**config.mk**
```make
export PLATFORM = sky130hd
export DESIGN_NAME = affine_scaler_top
export DESIGN_NICKNAME = d
export VERILOG_FILES = /design/src/rtl/affine_pkg.sv /design/src/rtl/coefficient_bank.sv /design/src/rtl/affine_datapath.sv /design/src/rtl/output_saturator.sv /design/src/rtl/affine_scaler_top.sv
export SDC_FILE = /design/constraint.sdc
export NUM_CORES = 2
export LEC_CHECK = 0
export BUFFER_PORTS_ARGS = -buffer_cell sky130_fd_sc_hd__buf_2
export CAP_MARGIN = 20
export CORE_ASPECT_RATIO = 0.8
export CORE_MARGIN = 2
export CORE_UTILIZATION = 55
export CTS_CLUSTER_DIAMETER = 150
export CTS_CLUSTER_SIZE = 10
export DETAILED_ROUTE_END_ITERATION = 10
export PLACE_DENSITY = 0.82
export SKIP_CTS_REPAIR_TIMING = 1
export SYNTH_ARGS = -nofsm -noshare
export SYNTH_HDL_FRONTEND = slang
export SYNTH_SLANG_ARGS = --single-unit
export TNS_END_PERCENT = 50
```
**constraint.sdc**
```tcl
create_clock -name data_clk -period 16.7 [get_ports data_clk]
set_clock_uncertainty 0.15 [all_clocks]
set_input_delay 4.175 -clock data_clk [delete_from_list [all_inputs] [get_ports data_clk]]
set_output_delay 4.175 -clock data_clk [all_outputs]
set_load 0.01 [all_outputs]
```
**src/rtl/affine_pkg.sv**
```systemverilog
// --------------------------------------------------
// Shared sizes and types for the affine stage
// --------------------------------------------------

`default_nettype none

package affine_pkg;

  // Stream shape
  localparam int channels = 2;
  localparam int parallel_samples = 2;
  localparam int sample_width = 16;               // Signed 0Q16 samples
  localparam int channel_index_width = (channels > 1) ? $clog2(channels) : 1;

  // Coefficient formats
  localparam int scale_width = 18;                // 2Q16
  localparam int scale_int_bits = 2;
  localparam int scale_frac_bits = scale_width - scale_int_bits;
  localparam int offset_width = 14;               // 0Q14

  // Offset moves into the 2Q32 product scale
  localparam int offset_shift = sample_width + scale_frac_bits - offset_width;

  // Arithmetic widths
  localparam int product_width = sample_width + scale_width;  // 34
  localparam int sum_width = product_width + 1;               // 35, one guard bit

  // Latency, input register through output register
  localparam int pipe_latency = 4;
  localparam int datapath_stages = pipe_latency - 1;

  // Flat port widths
  localparam int group_width = parallel_samples * sample_width;
  localparam int flat_width = channels * group_width;

  typedef logic signed [sample_width-1:0] sample_t;
  typedef logic signed [product_width-1:0] product_t;
  typedef logic signed [sum_width-1:0] sum_t;
  typedef logic signed [scale_width-1:0] scale_t;
  typedef logic signed [offset_width-1:0] offset_t;

  typedef sample_t [parallel_samples-1:0] sample_group_t;
  typedef sum_t [parallel_samples-1:0] sum_group_t;
  typedef scale_t [channels-1:0] scale_array_t;
  typedef offset_t [channels-1:0] offset_array_t;

  localparam scale_t scale_unity = scale_t'(1) <<< scale_frac_bits;  // 1.0
  localparam sample_t sample_max = {1'b0, {(sample_width-1){1'b1}}};
  localparam sample_t sample_min = {1'b1, {(sample_width-1){1'b0}}};

endpackage

`default_nettype wire

```
**src/rtl/coefficient_bank.sv**
```systemverilog
// --------------------------------------------------
// Coefficient bank, pending and active scale/offset
// Apply pulse switches every channel in one cycle
// --------------------------------------------------

`timescale 1ns/100ps
`default_nettype none

module coefficient_bank (
  input  logic                                      data_clk,
  input  logic                                      data_reset,
  input  logic                                      config_write,
  input  logic [affine_pkg::channel_index_width-1:0] config_channel,
  input  logic signed [affine_pkg::scale_width-1:0] config_scale,
  input  logic signed [affine_pkg::offset_width-1:0] config_offset,
  input  logic                                      config_apply,
  output affine_pkg::scale_array_t                  active_scale,
  output affine_pkg::offset_array_t                 active_offset
);

  import affine_pkg::*;

  scale_array_t  pending_scale;
  offset_array_t pending_offset;
  scale_array_t  next_scale;     // Pending bank including this cycle's write
  offset_array_t next_offset;

  // A write and an apply on the same edge carry the write through
  always_comb begin
    next_scale = pending_scale;
    next_offset = pending_offset;
    if (config_write) begin
      for (int ch = 0; ch < channels; ch++) begin
        if (config_channel == ch) begin
          next_scale[ch] = config_scale;
          next_offset[ch] = config_offset;
        end
      end
    end
  end

  always_ff @(posedge data_clk) begin
    if (data_reset) begin
      for (int ch = 0; ch < channels; ch++) begin
        pending_scale[ch] <= scale_unity;
        pending_offset[ch] <= '0;
      end
    end else begin
      pending_scale <= next_scale;
      pending_offset <= next_offset;
    end
  end

  // Whole bank moves at once
  always_ff @(posedge data_clk) begin
    if (data_reset) begin
      for (int ch = 0; ch < channels; ch++) begin
        active_scale[ch] <= scale_unity;   // Pass-through after reset
        active_offset[ch] <= '0;
      end
    end else if (config_apply) begin
      active_scale <= next_scale;
      active_offset <= next_offset;
    end
  end

  // A write with unknown fields would corrupt the pending bank
  assert property (@(posedge data_clk) disable iff (data_reset)
    config_write |-> !$isunknown({config_channel, config_scale, config_offset}))
    else $error("config_write with unknown channel, scale or offset");

endmodule

`default_nettype wire

```
**src/rtl/affine_datapath.sv**
```systemverilog
// --------------------------------------------------
// Affine datapath, x*scale + offset per sample
// Input, product and sum stages with valid delay
// --------------------------------------------------

`timescale 1ns/100ps
`default_nettype none

module affine_datapath (
  input  logic                            data_clk,
  input  logic                            data_reset,
  input  affine_pkg::sample_group_t       in_data [affine_pkg::channels],
  input  logic [affine_pkg::channels-1:0] in_valid,
  input  affine_pkg::scale_array_t        active_scale,
  input  affine_pkg::offset_array_t       active_offset,
  output affine_pkg::sum_group_t          sum_data [affine_pkg::channels],
  output logic [affine_pkg::channels-1:0] sum_valid
);

  import affine_pkg::*;

  sample_group_t input_reg [channels];                     // 0Q16
  product_t      product_reg [channels][parallel_samples]; // 2Q32
  sum_t          offset_aligned [channels];                // 0Q14 moved to 2Q32

  // One shift line per channel, oldest bit lines up with the sum stage
  logic [datapath_stages-1:0] valid_line [channels];

  // Sign extend, then shift into the product's binary point
  always_comb begin
    for (int ch = 0; ch < channels; ch++) begin
      offset_aligned[ch] = sum_t'($signed(active_offset[ch])) <<< offset_shift;
    end
  end

  always_ff @(posedge data_clk) begin
    for (int ch = 0; ch < channels; ch++) begin
      input_reg[ch] <= in_data[ch];
    end
  end

  // 16x18 signed, full 34-bit result
  always_ff @(posedge data_clk) begin
    for (int ch = 0; ch < channels; ch++) begin
      for (int s = 0; s < parallel_samples; s++) begin
        product_reg[ch][s] <= $signed(input_reg[ch][s]) * $signed(active_scale[ch]);
      end
    end
  end

  // Guard bit keeps the sum from wrapping
  always_ff @(posedge data_clk) begin
    for (int ch = 0; ch < channels; ch++) begin
      for (int s = 0; s < parallel_samples; s++) begin
        sum_data[ch][s] <= sum_t'(product_reg[ch][s]) + offset_aligned[ch];
      end
    end
  end

  always_ff @(posedge data_clk) begin
    if (data_reset) begin
      for (int ch = 0; ch < channels; ch++) begin
        valid_line[ch] <= '0;
      end
    end else begin
      for (int ch = 0; ch < channels; ch++) begin
        valid_line[ch] <= {valid_line[ch][datapath_stages-2:0], in_valid[ch]};
      end
    end
  end

  always_comb begin
    for (int ch = 0; ch < channels; ch++) begin
      sum_valid[ch] = valid_line[ch][datapath_stages-1];
    end
  end

  // An X on in_valid would otherwise surface three cycles later
  assert property (@(posedge data_clk) disable iff (data_reset)
    !$isunknown(sum_valid))
    else $error("sum_valid is unknown");

endmodule

`default_nettype wire

```
**src/rtl/output_saturator.sv**
```systemverilog
// --------------------------------------------------
// Output saturator, floors each sum to 16 bits
// and clamps instead of wrapping
// --------------------------------------------------

`timescale 1ns/100ps
`default_nettype none

module output_saturator (
  input  logic                              data_clk,
  input  logic                              data_reset,
  input  affine_pkg::sum_group_t            sum_data [affine_pkg::channels],
  input  logic [affine_pkg::channels-1:0]   sum_valid,
  output logic [affine_pkg::flat_width-1:0] out_data,
  output logic [affine_pkg::channels-1:0]   out_valid
);

  import affine_pkg::*;

  // Dropping the low fraction bits gives the floor
  function automatic sample_t clamp_sample(input sum_t value);
    logic [sum_width-scale_frac_bits-sample_width:0] high_bits;
    high_bits = value[sum_width-1:scale_frac_bits+sample_width-1];
    if ((&high_bits) || !(|high_bits)) begin
      return value[scale_frac_bits +: sample_width];  // High bits are a plain sign extension
    end else if (value[sum_width-1]) begin
      return sample_min;
    end else begin
      return sample_max;
    end
  endfunction

  sample_t clamped [channels][parallel_samples];

  always_comb begin
    for (int ch = 0; ch < channels; ch++) begin
      for (int s = 0; s < parallel_samples; s++) begin
        clamped[ch][s] = clamp_sample(sum_data[ch][s]);
      end
    end
  end

  // Channel-major packing as in in_data
  always_ff @(posedge data_clk) begin
    for (int ch = 0; ch < channels; ch++) begin
      for (int s = 0; s < parallel_samples; s++) begin
        out_data[(ch*parallel_samples + s)*sample_width +: sample_width] <= clamped[ch][s];
      end
    end
  end

  always_ff @(posedge data_clk) begin
    if (data_reset) begin
      out_valid <= '0;
    end else begin
      out_valid <= sum_valid;
    end
  end

  // Clamping keeps the sign of the sum
  for (genvar ch = 0; ch < channels; ch++) begin : g_check_channel
    for (genvar s = 0; s < parallel_samples; s++) begin : g_check_sample
      assert property (@(posedge data_clk) disable iff (data_reset)
        out_valid[ch] |->
          (out_data[(ch*parallel_samples + s)*sample_width + sample_width - 1]
            == $past(sum_data[ch][s][sum_width-1])))
        else $error("Output sample %0d of channel %0d has wrapped", s, ch);
    end
  end

endmodule

`default_nettype wire

```
**src/rtl/affine_scaler_top.sv**
```systemverilog
// --------------------------------------------------
// Multichannel affine scaler, top level
// Coefficient bank, datapath and saturator
// --------------------------------------------------

`timescale 1ns/100ps
`default_nettype none

module affine_scaler_top (
  input  logic                                       data_clk,
  input  logic                                       data_reset,

  // Sample stream, channel-major
  input  logic [affine_pkg::flat_width-1:0]          in_data,
  input  logic [affine_pkg::channels-1:0]            in_valid,

  // Coefficient loading
  input  logic                                       config_write,
  input  logic [affine_pkg::channel_index_width-1:0] config_channel,
  input  logic signed [affine_pkg::scale_width-1:0]  config_scale,   // 2Q16
  input  logic signed [affine_pkg::offset_width-1:0] config_offset,  // 0Q14
  input  logic                                       config_apply,

  output logic [affine_pkg::flat_width-1:0]          out_data,
  output logic [affine_pkg::channels-1:0]            out_valid
);

  import affine_pkg::*;

  sample_group_t in_groups [channels];
  scale_array_t  active_scale;
  offset_array_t active_offset;
  sum_group_t    sum_data [channels];
  logic [channels-1:0] sum_valid;

  for (genvar ch = 0; ch < channels; ch++) begin : g_unpack
    assign in_groups[ch] = in_data[ch*group_width +: group_width];
  end

  coefficient_bank i_coefficient_bank (
    .data_clk       (data_clk),
    .data_reset     (data_reset),
    .config_write   (config_write),
    .config_channel (config_channel),
    .config_scale   (config_scale),
    .config_offset  (config_offset),
    .config_apply   (config_apply),
    .active_scale   (active_scale),
    .active_offset  (active_offset)
  );

  // Three cycles, input through sum
  affine_datapath i_affine_datapath (
    .data_clk      (data_clk),
    .data_reset    (data_reset),
    .in_data       (in_groups),
    .in_valid      (in_valid),
    .active_scale  (active_scale),
    .active_offset (active_offset),
    .sum_data      (sum_data),
    .sum_valid     (sum_valid)
  );

  // Last stage, one cycle
  output_saturator i_output_saturator (
    .data_clk   (data_clk),
    .data_reset (data_reset),
    .sum_data   (sum_data),
    .sum_valid  (sum_valid),
    .out_data   (out_data),
    .out_valid  (out_valid)
  );

endmodule

`default_nettype wire

```
# ---- Word-level counts from Yosys, hierarchy flattened
# Memory sizes are Yosys's and may differ from the RTL's.
# Index checks and enable logic that the tools add are counted.
dict set report word_totals {
  output_inout_bits 66
  input_bits 103
  ff_bits 334
  elab_cells 62
  mem_count 3
  mem_bits_rw 206
}
# memory words width read_ports rd_clocked_by_memory_dff write_ports line_no
set memory_table {}
lappend memory_table {i_affine_datapath.product_reg 2 68 2 0 2 affine_datapath.sv:23} ;# product_t product_reg [channels][parallel_samples];
lappend memory_table {i_affine_datapath.input_reg 2 32 2 0 2 affine_datapath.sv:22} ;# sample_group_t input_reg [channels];
lappend memory_table {i_affine_datapath.valid_line 2 3 2 0 2 affine_datapath.sv:27} ;# logic [datapath_stages-1:0] valid_line [channels];
dict set report classes {
  mux 19
  bitwise 2
  reduce_logical 16
  addsub 4
  n_mul 4
}
# operator n
set op_table {}
lappend op_table {{34-bit by 32-bit adder with 35-bit output} 4}
lappend op_table {{16-bit by 18-bit multiplier with 34-bit output} 4}
lappend op_table {{16-bit two-way mux} 8}
lappend op_table {{18-bit two-way mux} 2}
lappend op_table {{36-bit two-way mux} 1}
lappend op_table {{14-bit two-way mux} 2}
lappend op_table {{28-bit two-way mux} 1}
lappend op_table {{4-bit AND reduction} 4}
lappend op_table {{4-bit OR reduction} 4}
lappend op_table {{3-bit two-way mux} 2}
lappend op_table {{1-bit zero test} 4}
lappend op_table {{1-bit logical OR} 4}
lappend op_table {{1-bit two-way mux} 3}
lappend op_table {{1-bit bitwise OR} 2}

# ---- Longest topological paths before layout
dict set report depth {
  depth_word 4
  ltp_mapped 25
  mapped_depth_nobuf 24
}

# ---- Hierarchy
# From an unflattened synthesis, not the netlist that was laid out.
dict set report hier_totals {
  cells_unflattened 6261
  hier_area_um2 60037.6
}
# mod area_per_inst_um2 cells_each instances
set modules_own_cells {}
lappend modules_own_cells {affine_datapath 52801.9 5543 1}
lappend modules_own_cells {coefficient_bank 4405.5 426 1}
lappend modules_own_cells {output_saturator 2830.2 292 1}

# ---- Worst setup path before layout
# OpenSTA, ideal clock, no wires.
dict set report synth_timing {
  path_kind {register -> register}
  start {memory i_affine_datapath.input_reg[0][55] in the netlist's numbering}
  end {memory i_affine_datapath.product_reg[1][33] in the netlist's numbering}
  t_arrival_ps 6240
  path_stages_with_launch 26
  setup_slack_ps 10237
  t_required_ps 16478
  path_cell_list {dfxtp_1 -> clkbuf_1 -> clkbuf_1 -> nand2_1 -> fa_1 -> inv_1 -> fa_1 -> inv_1 -> fa_1 -> inv_1 -> fa_1 -> fa_1 -> inv_1 -> fa_1 -> inv_1 -> ha_1 -> and2_1 -> a221o_1 -> o21ai_1 -> a21oi_2 -> o211ai_1 -> a21oi_2 -> a221oi_2 -> o2111ai_1 -> a21oi_1 -> xnor2_1}
}
# item line_no
set synth_lines {}
lappend synth_lines {{start, declared} affine_datapath.sv:22}
lappend synth_lines {{end, declared} affine_datapath.sv:23}

==> out/qor.csv <==
stage,metric,value,unit
worst_setup_path,crit_end,i_affine_datapath.product_reg[1][33],
worst_setup_path,max_stage_delay,0.86,ns
synthesis,syn_inst,5710,
cts,clock_path_buffers,3,
flow_run,cap_viol_max_count,0,
worst_setup_path,crit_slowest_cell,dfxtp_1,
synthesis,ys.flop_type,dfxtp_1,
synthesis,ys_ff_latch,412,
floorplan,num_rows,103,
final_layout,nets,7381,
worst_setup_path,crit_top_cell,fa_1,
cts,cts_tree,yes,
pwr,p_per_area,165,mW/mm^2
synthesis,synthArstFlopShare,0,%
final_layout,final_common_cell,inv_1,
floorplan,start_util,55.3,%
worst_setup_path,crit_chain,nand2_1 > fa_1 > fa_1 > fa_1 > inv_1 > fa_1 > fa_1 > inv_1 > fa_1 > inv_1 > ha_1 > a211oi_1 > o21a_1 > o311a_1 > a21oi_2 > o211ai_1 > a21oi_2 > a221oi_2 > o2111ai_1 > a21oi_1 > xnor2_1,
synthesis,syn-num-nets,7369,
worst_setup_path,critPathCaptureType,flop,
synthesis,synthesis.area,0.0544,mm^2
synthesis,synth_cell_types,60,
drt,vias,38300,
final_layout,drive_above_1_share,5.19,%
worst_setup_path,critPathLaunchType,flop,
synthesis,postSynthAreaPerCell,9.53,um^2
timing,finalSetupViolCount,0,
pwr,ir_drop,0.000181,V
synthesis,synth-adder-area-share,51.8,%
synthesis,ys_warn_count,0,
drt,wl_per_cell,19.0,um
worst_setup_path,rr_endpoint,i_affine_datapath.product_reg[1][33],
worst_setup_path,rr_worst_depth,21,
cts,numCtsBuffers,48,
placed_design,gp_congestion,0.919,
timing,fin_crit,7.25,ns
final_layout,final_cell_mix,"inv_1 (1274), fa_1 (1160), nand2_1 (641), and2_1 (546), dfxtp_1 (410)",
synthesis,ys_seq_area_share,15.2,%
pwr,power_frac_comb,73.3,%
worst_setup_path,critical_path_arrival,7.60,ns
worst_setup_path,cp-startpoint,i_affine_datapath.input_reg[0][51],
drt,dr.first_iter.drc_count,3263,
drt,firstDrtPassIters,6,
grt,grt_pass1_vias,40700,
grt,grt_pass1_wl,217000,um
timing,max-slew-margin-rel,29.6,%
worst_setup_path,required,17.05,ns
status,outcome,"complete, no violations",
worst_setup_path,critPathKind,reg2reg,
final_layout,fillers,7802,
worst_setup_path,r2r_start,i_affine_datapath.input_reg[0][51],
timing,setup-tns-final,0,ns
pwr,power_frac_seq,16.8,%
drt,drc,0,
synthesis,synth-compound-area-share,4.56,%
synthesis,synth_top_family_by_area,adder cells,
pwr,pwr-share-clk,10.0,%
synthesis,synthSimpleGateAreaFrac,14.5,%
floorplan,die_area,0.101,mm^2
synthesis,synth_edf_count,0,
pwr,p_int,4.86,mW
floorplan,coreArea,0.0983,mm^2
synthesis,yosys-mux-area-fraction,1.18,%
timing,slew_violations,0,
placed_design,io_buffers,168,
timing,fin_crit_sh,43.4,%
worst_hold_path,hold_class,reg2reg,
worst_setup_path,r2r_slack,9.45,ns
floorplan,fp.dieH,285,um
drt,drt-total-wl,134000,um
cts,clk_pin_slew,0.07,ns
floorplan,ios,169,
cts,clockRootBuffer,clkbuf_16,
worst_setup_path,worstPathMaxFanout,18,
pwr,p_sw_share,49.0,%
grt,grt_overflow,0,
pwr,p_switching,4.67,mW
cts,clock_latency,0.65,ns
drt,ant_nets,0,
placed_design,dpl.hpwl,104000,um
drt,vias_per_cell,5.44,
synthesis,synthXorXnorAreaFrac,2.29,%
placed_design,placed_area,0.0563,mm^2
pwr,leakagePower,29.4,nW
floorplan,die_w,356,um
final_layout,synthToLayoutAreaGrowth,5.94,%
final_layout,largest_reg_flops,76,
timing,hold_viol,0,
cts,clock-sinks,412,
cts,htree_num_levels,2,
timing,rsz0062_at_grt,false,
timing,worst_slew_pin_slew,1.05,ns
final_layout,fin_area,0.0576,mm^2
grt,track_usage,27.1,%
grt,grt_max_degree,77,
grt,antenna_found_initial,8,
timing,max_freq,138,MHz
Yosys cell counts (4+ instances only):
library cell | count | area, um^2
and3_1 | 13 | 81.3
or3_1 | 8 | 50.1
o21ai_0 | 77 | 385
a41o_1 | 4 | 40.0
inv_1 | 1274 | 4780
o41ai_1 | 4 | 35.0
a211o_1 | 5 | 43.8
o21bai_1 | 8 | 60.1
nor3_1 | 38 | 190
nand3_1 | 25 | 125
nand3b_1 | 4 | 30.0
a211oi_1 | 73 | 548
a21boi_1 | 5 | 37.5
buf_1 | 13 | 48.8
xnor2_1 | 114 | 998
nand2b_1 | 31 | 194
xor2_1 | 28 | 245
ha_1 | 396 | 4950
a311oi_1 | 8 | 70.1
or2_2 | 8 | 50.1
fa_1 | 1160 | 23200
a21oi_1 | 71 | 355
and4_1 | 5 | 43.8
nor2b_1 | 24 | 150
clkbuf_1 | 243 | 912
o22ai_1 | 6 | 37.5
a22o_1 | 5 | 43.8
a21oi_2 | 4 | 35.0
o211ai_1 | 5 | 37.5
o21a_1 | 20 | 150
nand4_1 | 13 | 81.3
o21ai_1 | 29 | 145
and2_1 | 546 | 3420
nand2_1 | 642 | 2410
o2111ai_1 | 4 | 35.0
a21o_1 | 28 | 210
nor2_1 | 258 | 968
dfxtp_1 | 412 | 8250
mux2i_1 | 64 | 641
nor4_1 | 6 | 37.5
power groups by stage:
stage               Clock, mW  Sequential [mW]  Combinational (mW)
floorplan                   0             1.52                5.08
global placement            0             1.60                6.52
detailed placement          0             1.61                6.80
CTS                     0.970             1.59                6.88
global route             1.00             1.62                7.90
finish                  0.949             1.60                6.98
stage by stage:
step	utilization, %	power, mW	setup WS, ns	hold WS (ns)	cells
global route	58.6	10.5	9.00	0.189	7038
CTS	58.6	9.45	9.53	0.180	7036
finish	58.6	9.53	9.45	0.179	7040
global placement	57.3	8.12	9.70	0.162	6982
floorplan	-	6.60	10.24	0.160	5710
detailed placement	57.3	8.41	9.55	0.163	6982
cells by family (layout without fill, tap and decap cells):
kind of cell	Yosys count	count (layout)
other	0	2
muxes	64	64
xor gates and xnor gates	142	142
AOI/OAI and AO/OA	377	377
DFF	412	412
buffers and inverters	1532	1548
and+or+nand+nor	1627	1627
adders and majority gates	1556	1556
per-layer routing:
layer  track usage (%)  share of wire, %  vias up
met3              8.39                13      276
met2              41.8                44     1923
met1              37.4                41    19200
li1                  -                 -    16900
met4              7.17               2.7       10
met5                 0             0.077        -
final cells by class:
class	count	area, um^2	share of cell area, %
antenna	2	5.00	0.00868
clock buffer	48	1200	2.08
clock inverter	6	92.6	0.161
inverter	1276	4790	8.31
multi-input combinational	3766	40400	70.2
sequential	412	8250	14.3
tap	1312	1640	2.85
timing repair buffer	218	1220	2.12
worst max-delay path: cells and delay by family, from the launching register on:
kind,cells,cell delay (ns)
xor+xnor,1,0.08
buf+inv,3,0.15
fa+ha+maj,7,3.32
compound gates,9,2.40
flops,1,0.86
simple gates,1,0.17
worst min path at each step:
stage / start / endpoint / slack [ns] / cells after the start
5_1_grt: i_affine_datapath.product_reg[0][51] / i_affine_datapath.sum_data[87] / 0.19 / 0
3_5_place_dp: i_affine_datapath.product_reg[1][50] / i_affine_datapath.sum_data[16] / 0.16 / 0
2_1_floorplan: i_affine_datapath.product_reg[0][16] / i_affine_datapath.sum_data[121] / 0.16 / 0
3_3_place_gp: i_affine_datapath.product_reg[1][17] / i_affine_datapath.sum_data[52] / 0.16 / 0
6_report: i_affine_datapath.product_reg[1][16] / i_affine_datapath.sum_data[51] / 0.18 / 0
4_1_cts: i_affine_datapath.product_reg[1][16] / i_affine_datapath.sum_data[51] / 0.18 / 0
No activity file was read; power rests on OpenSTA's default activity.
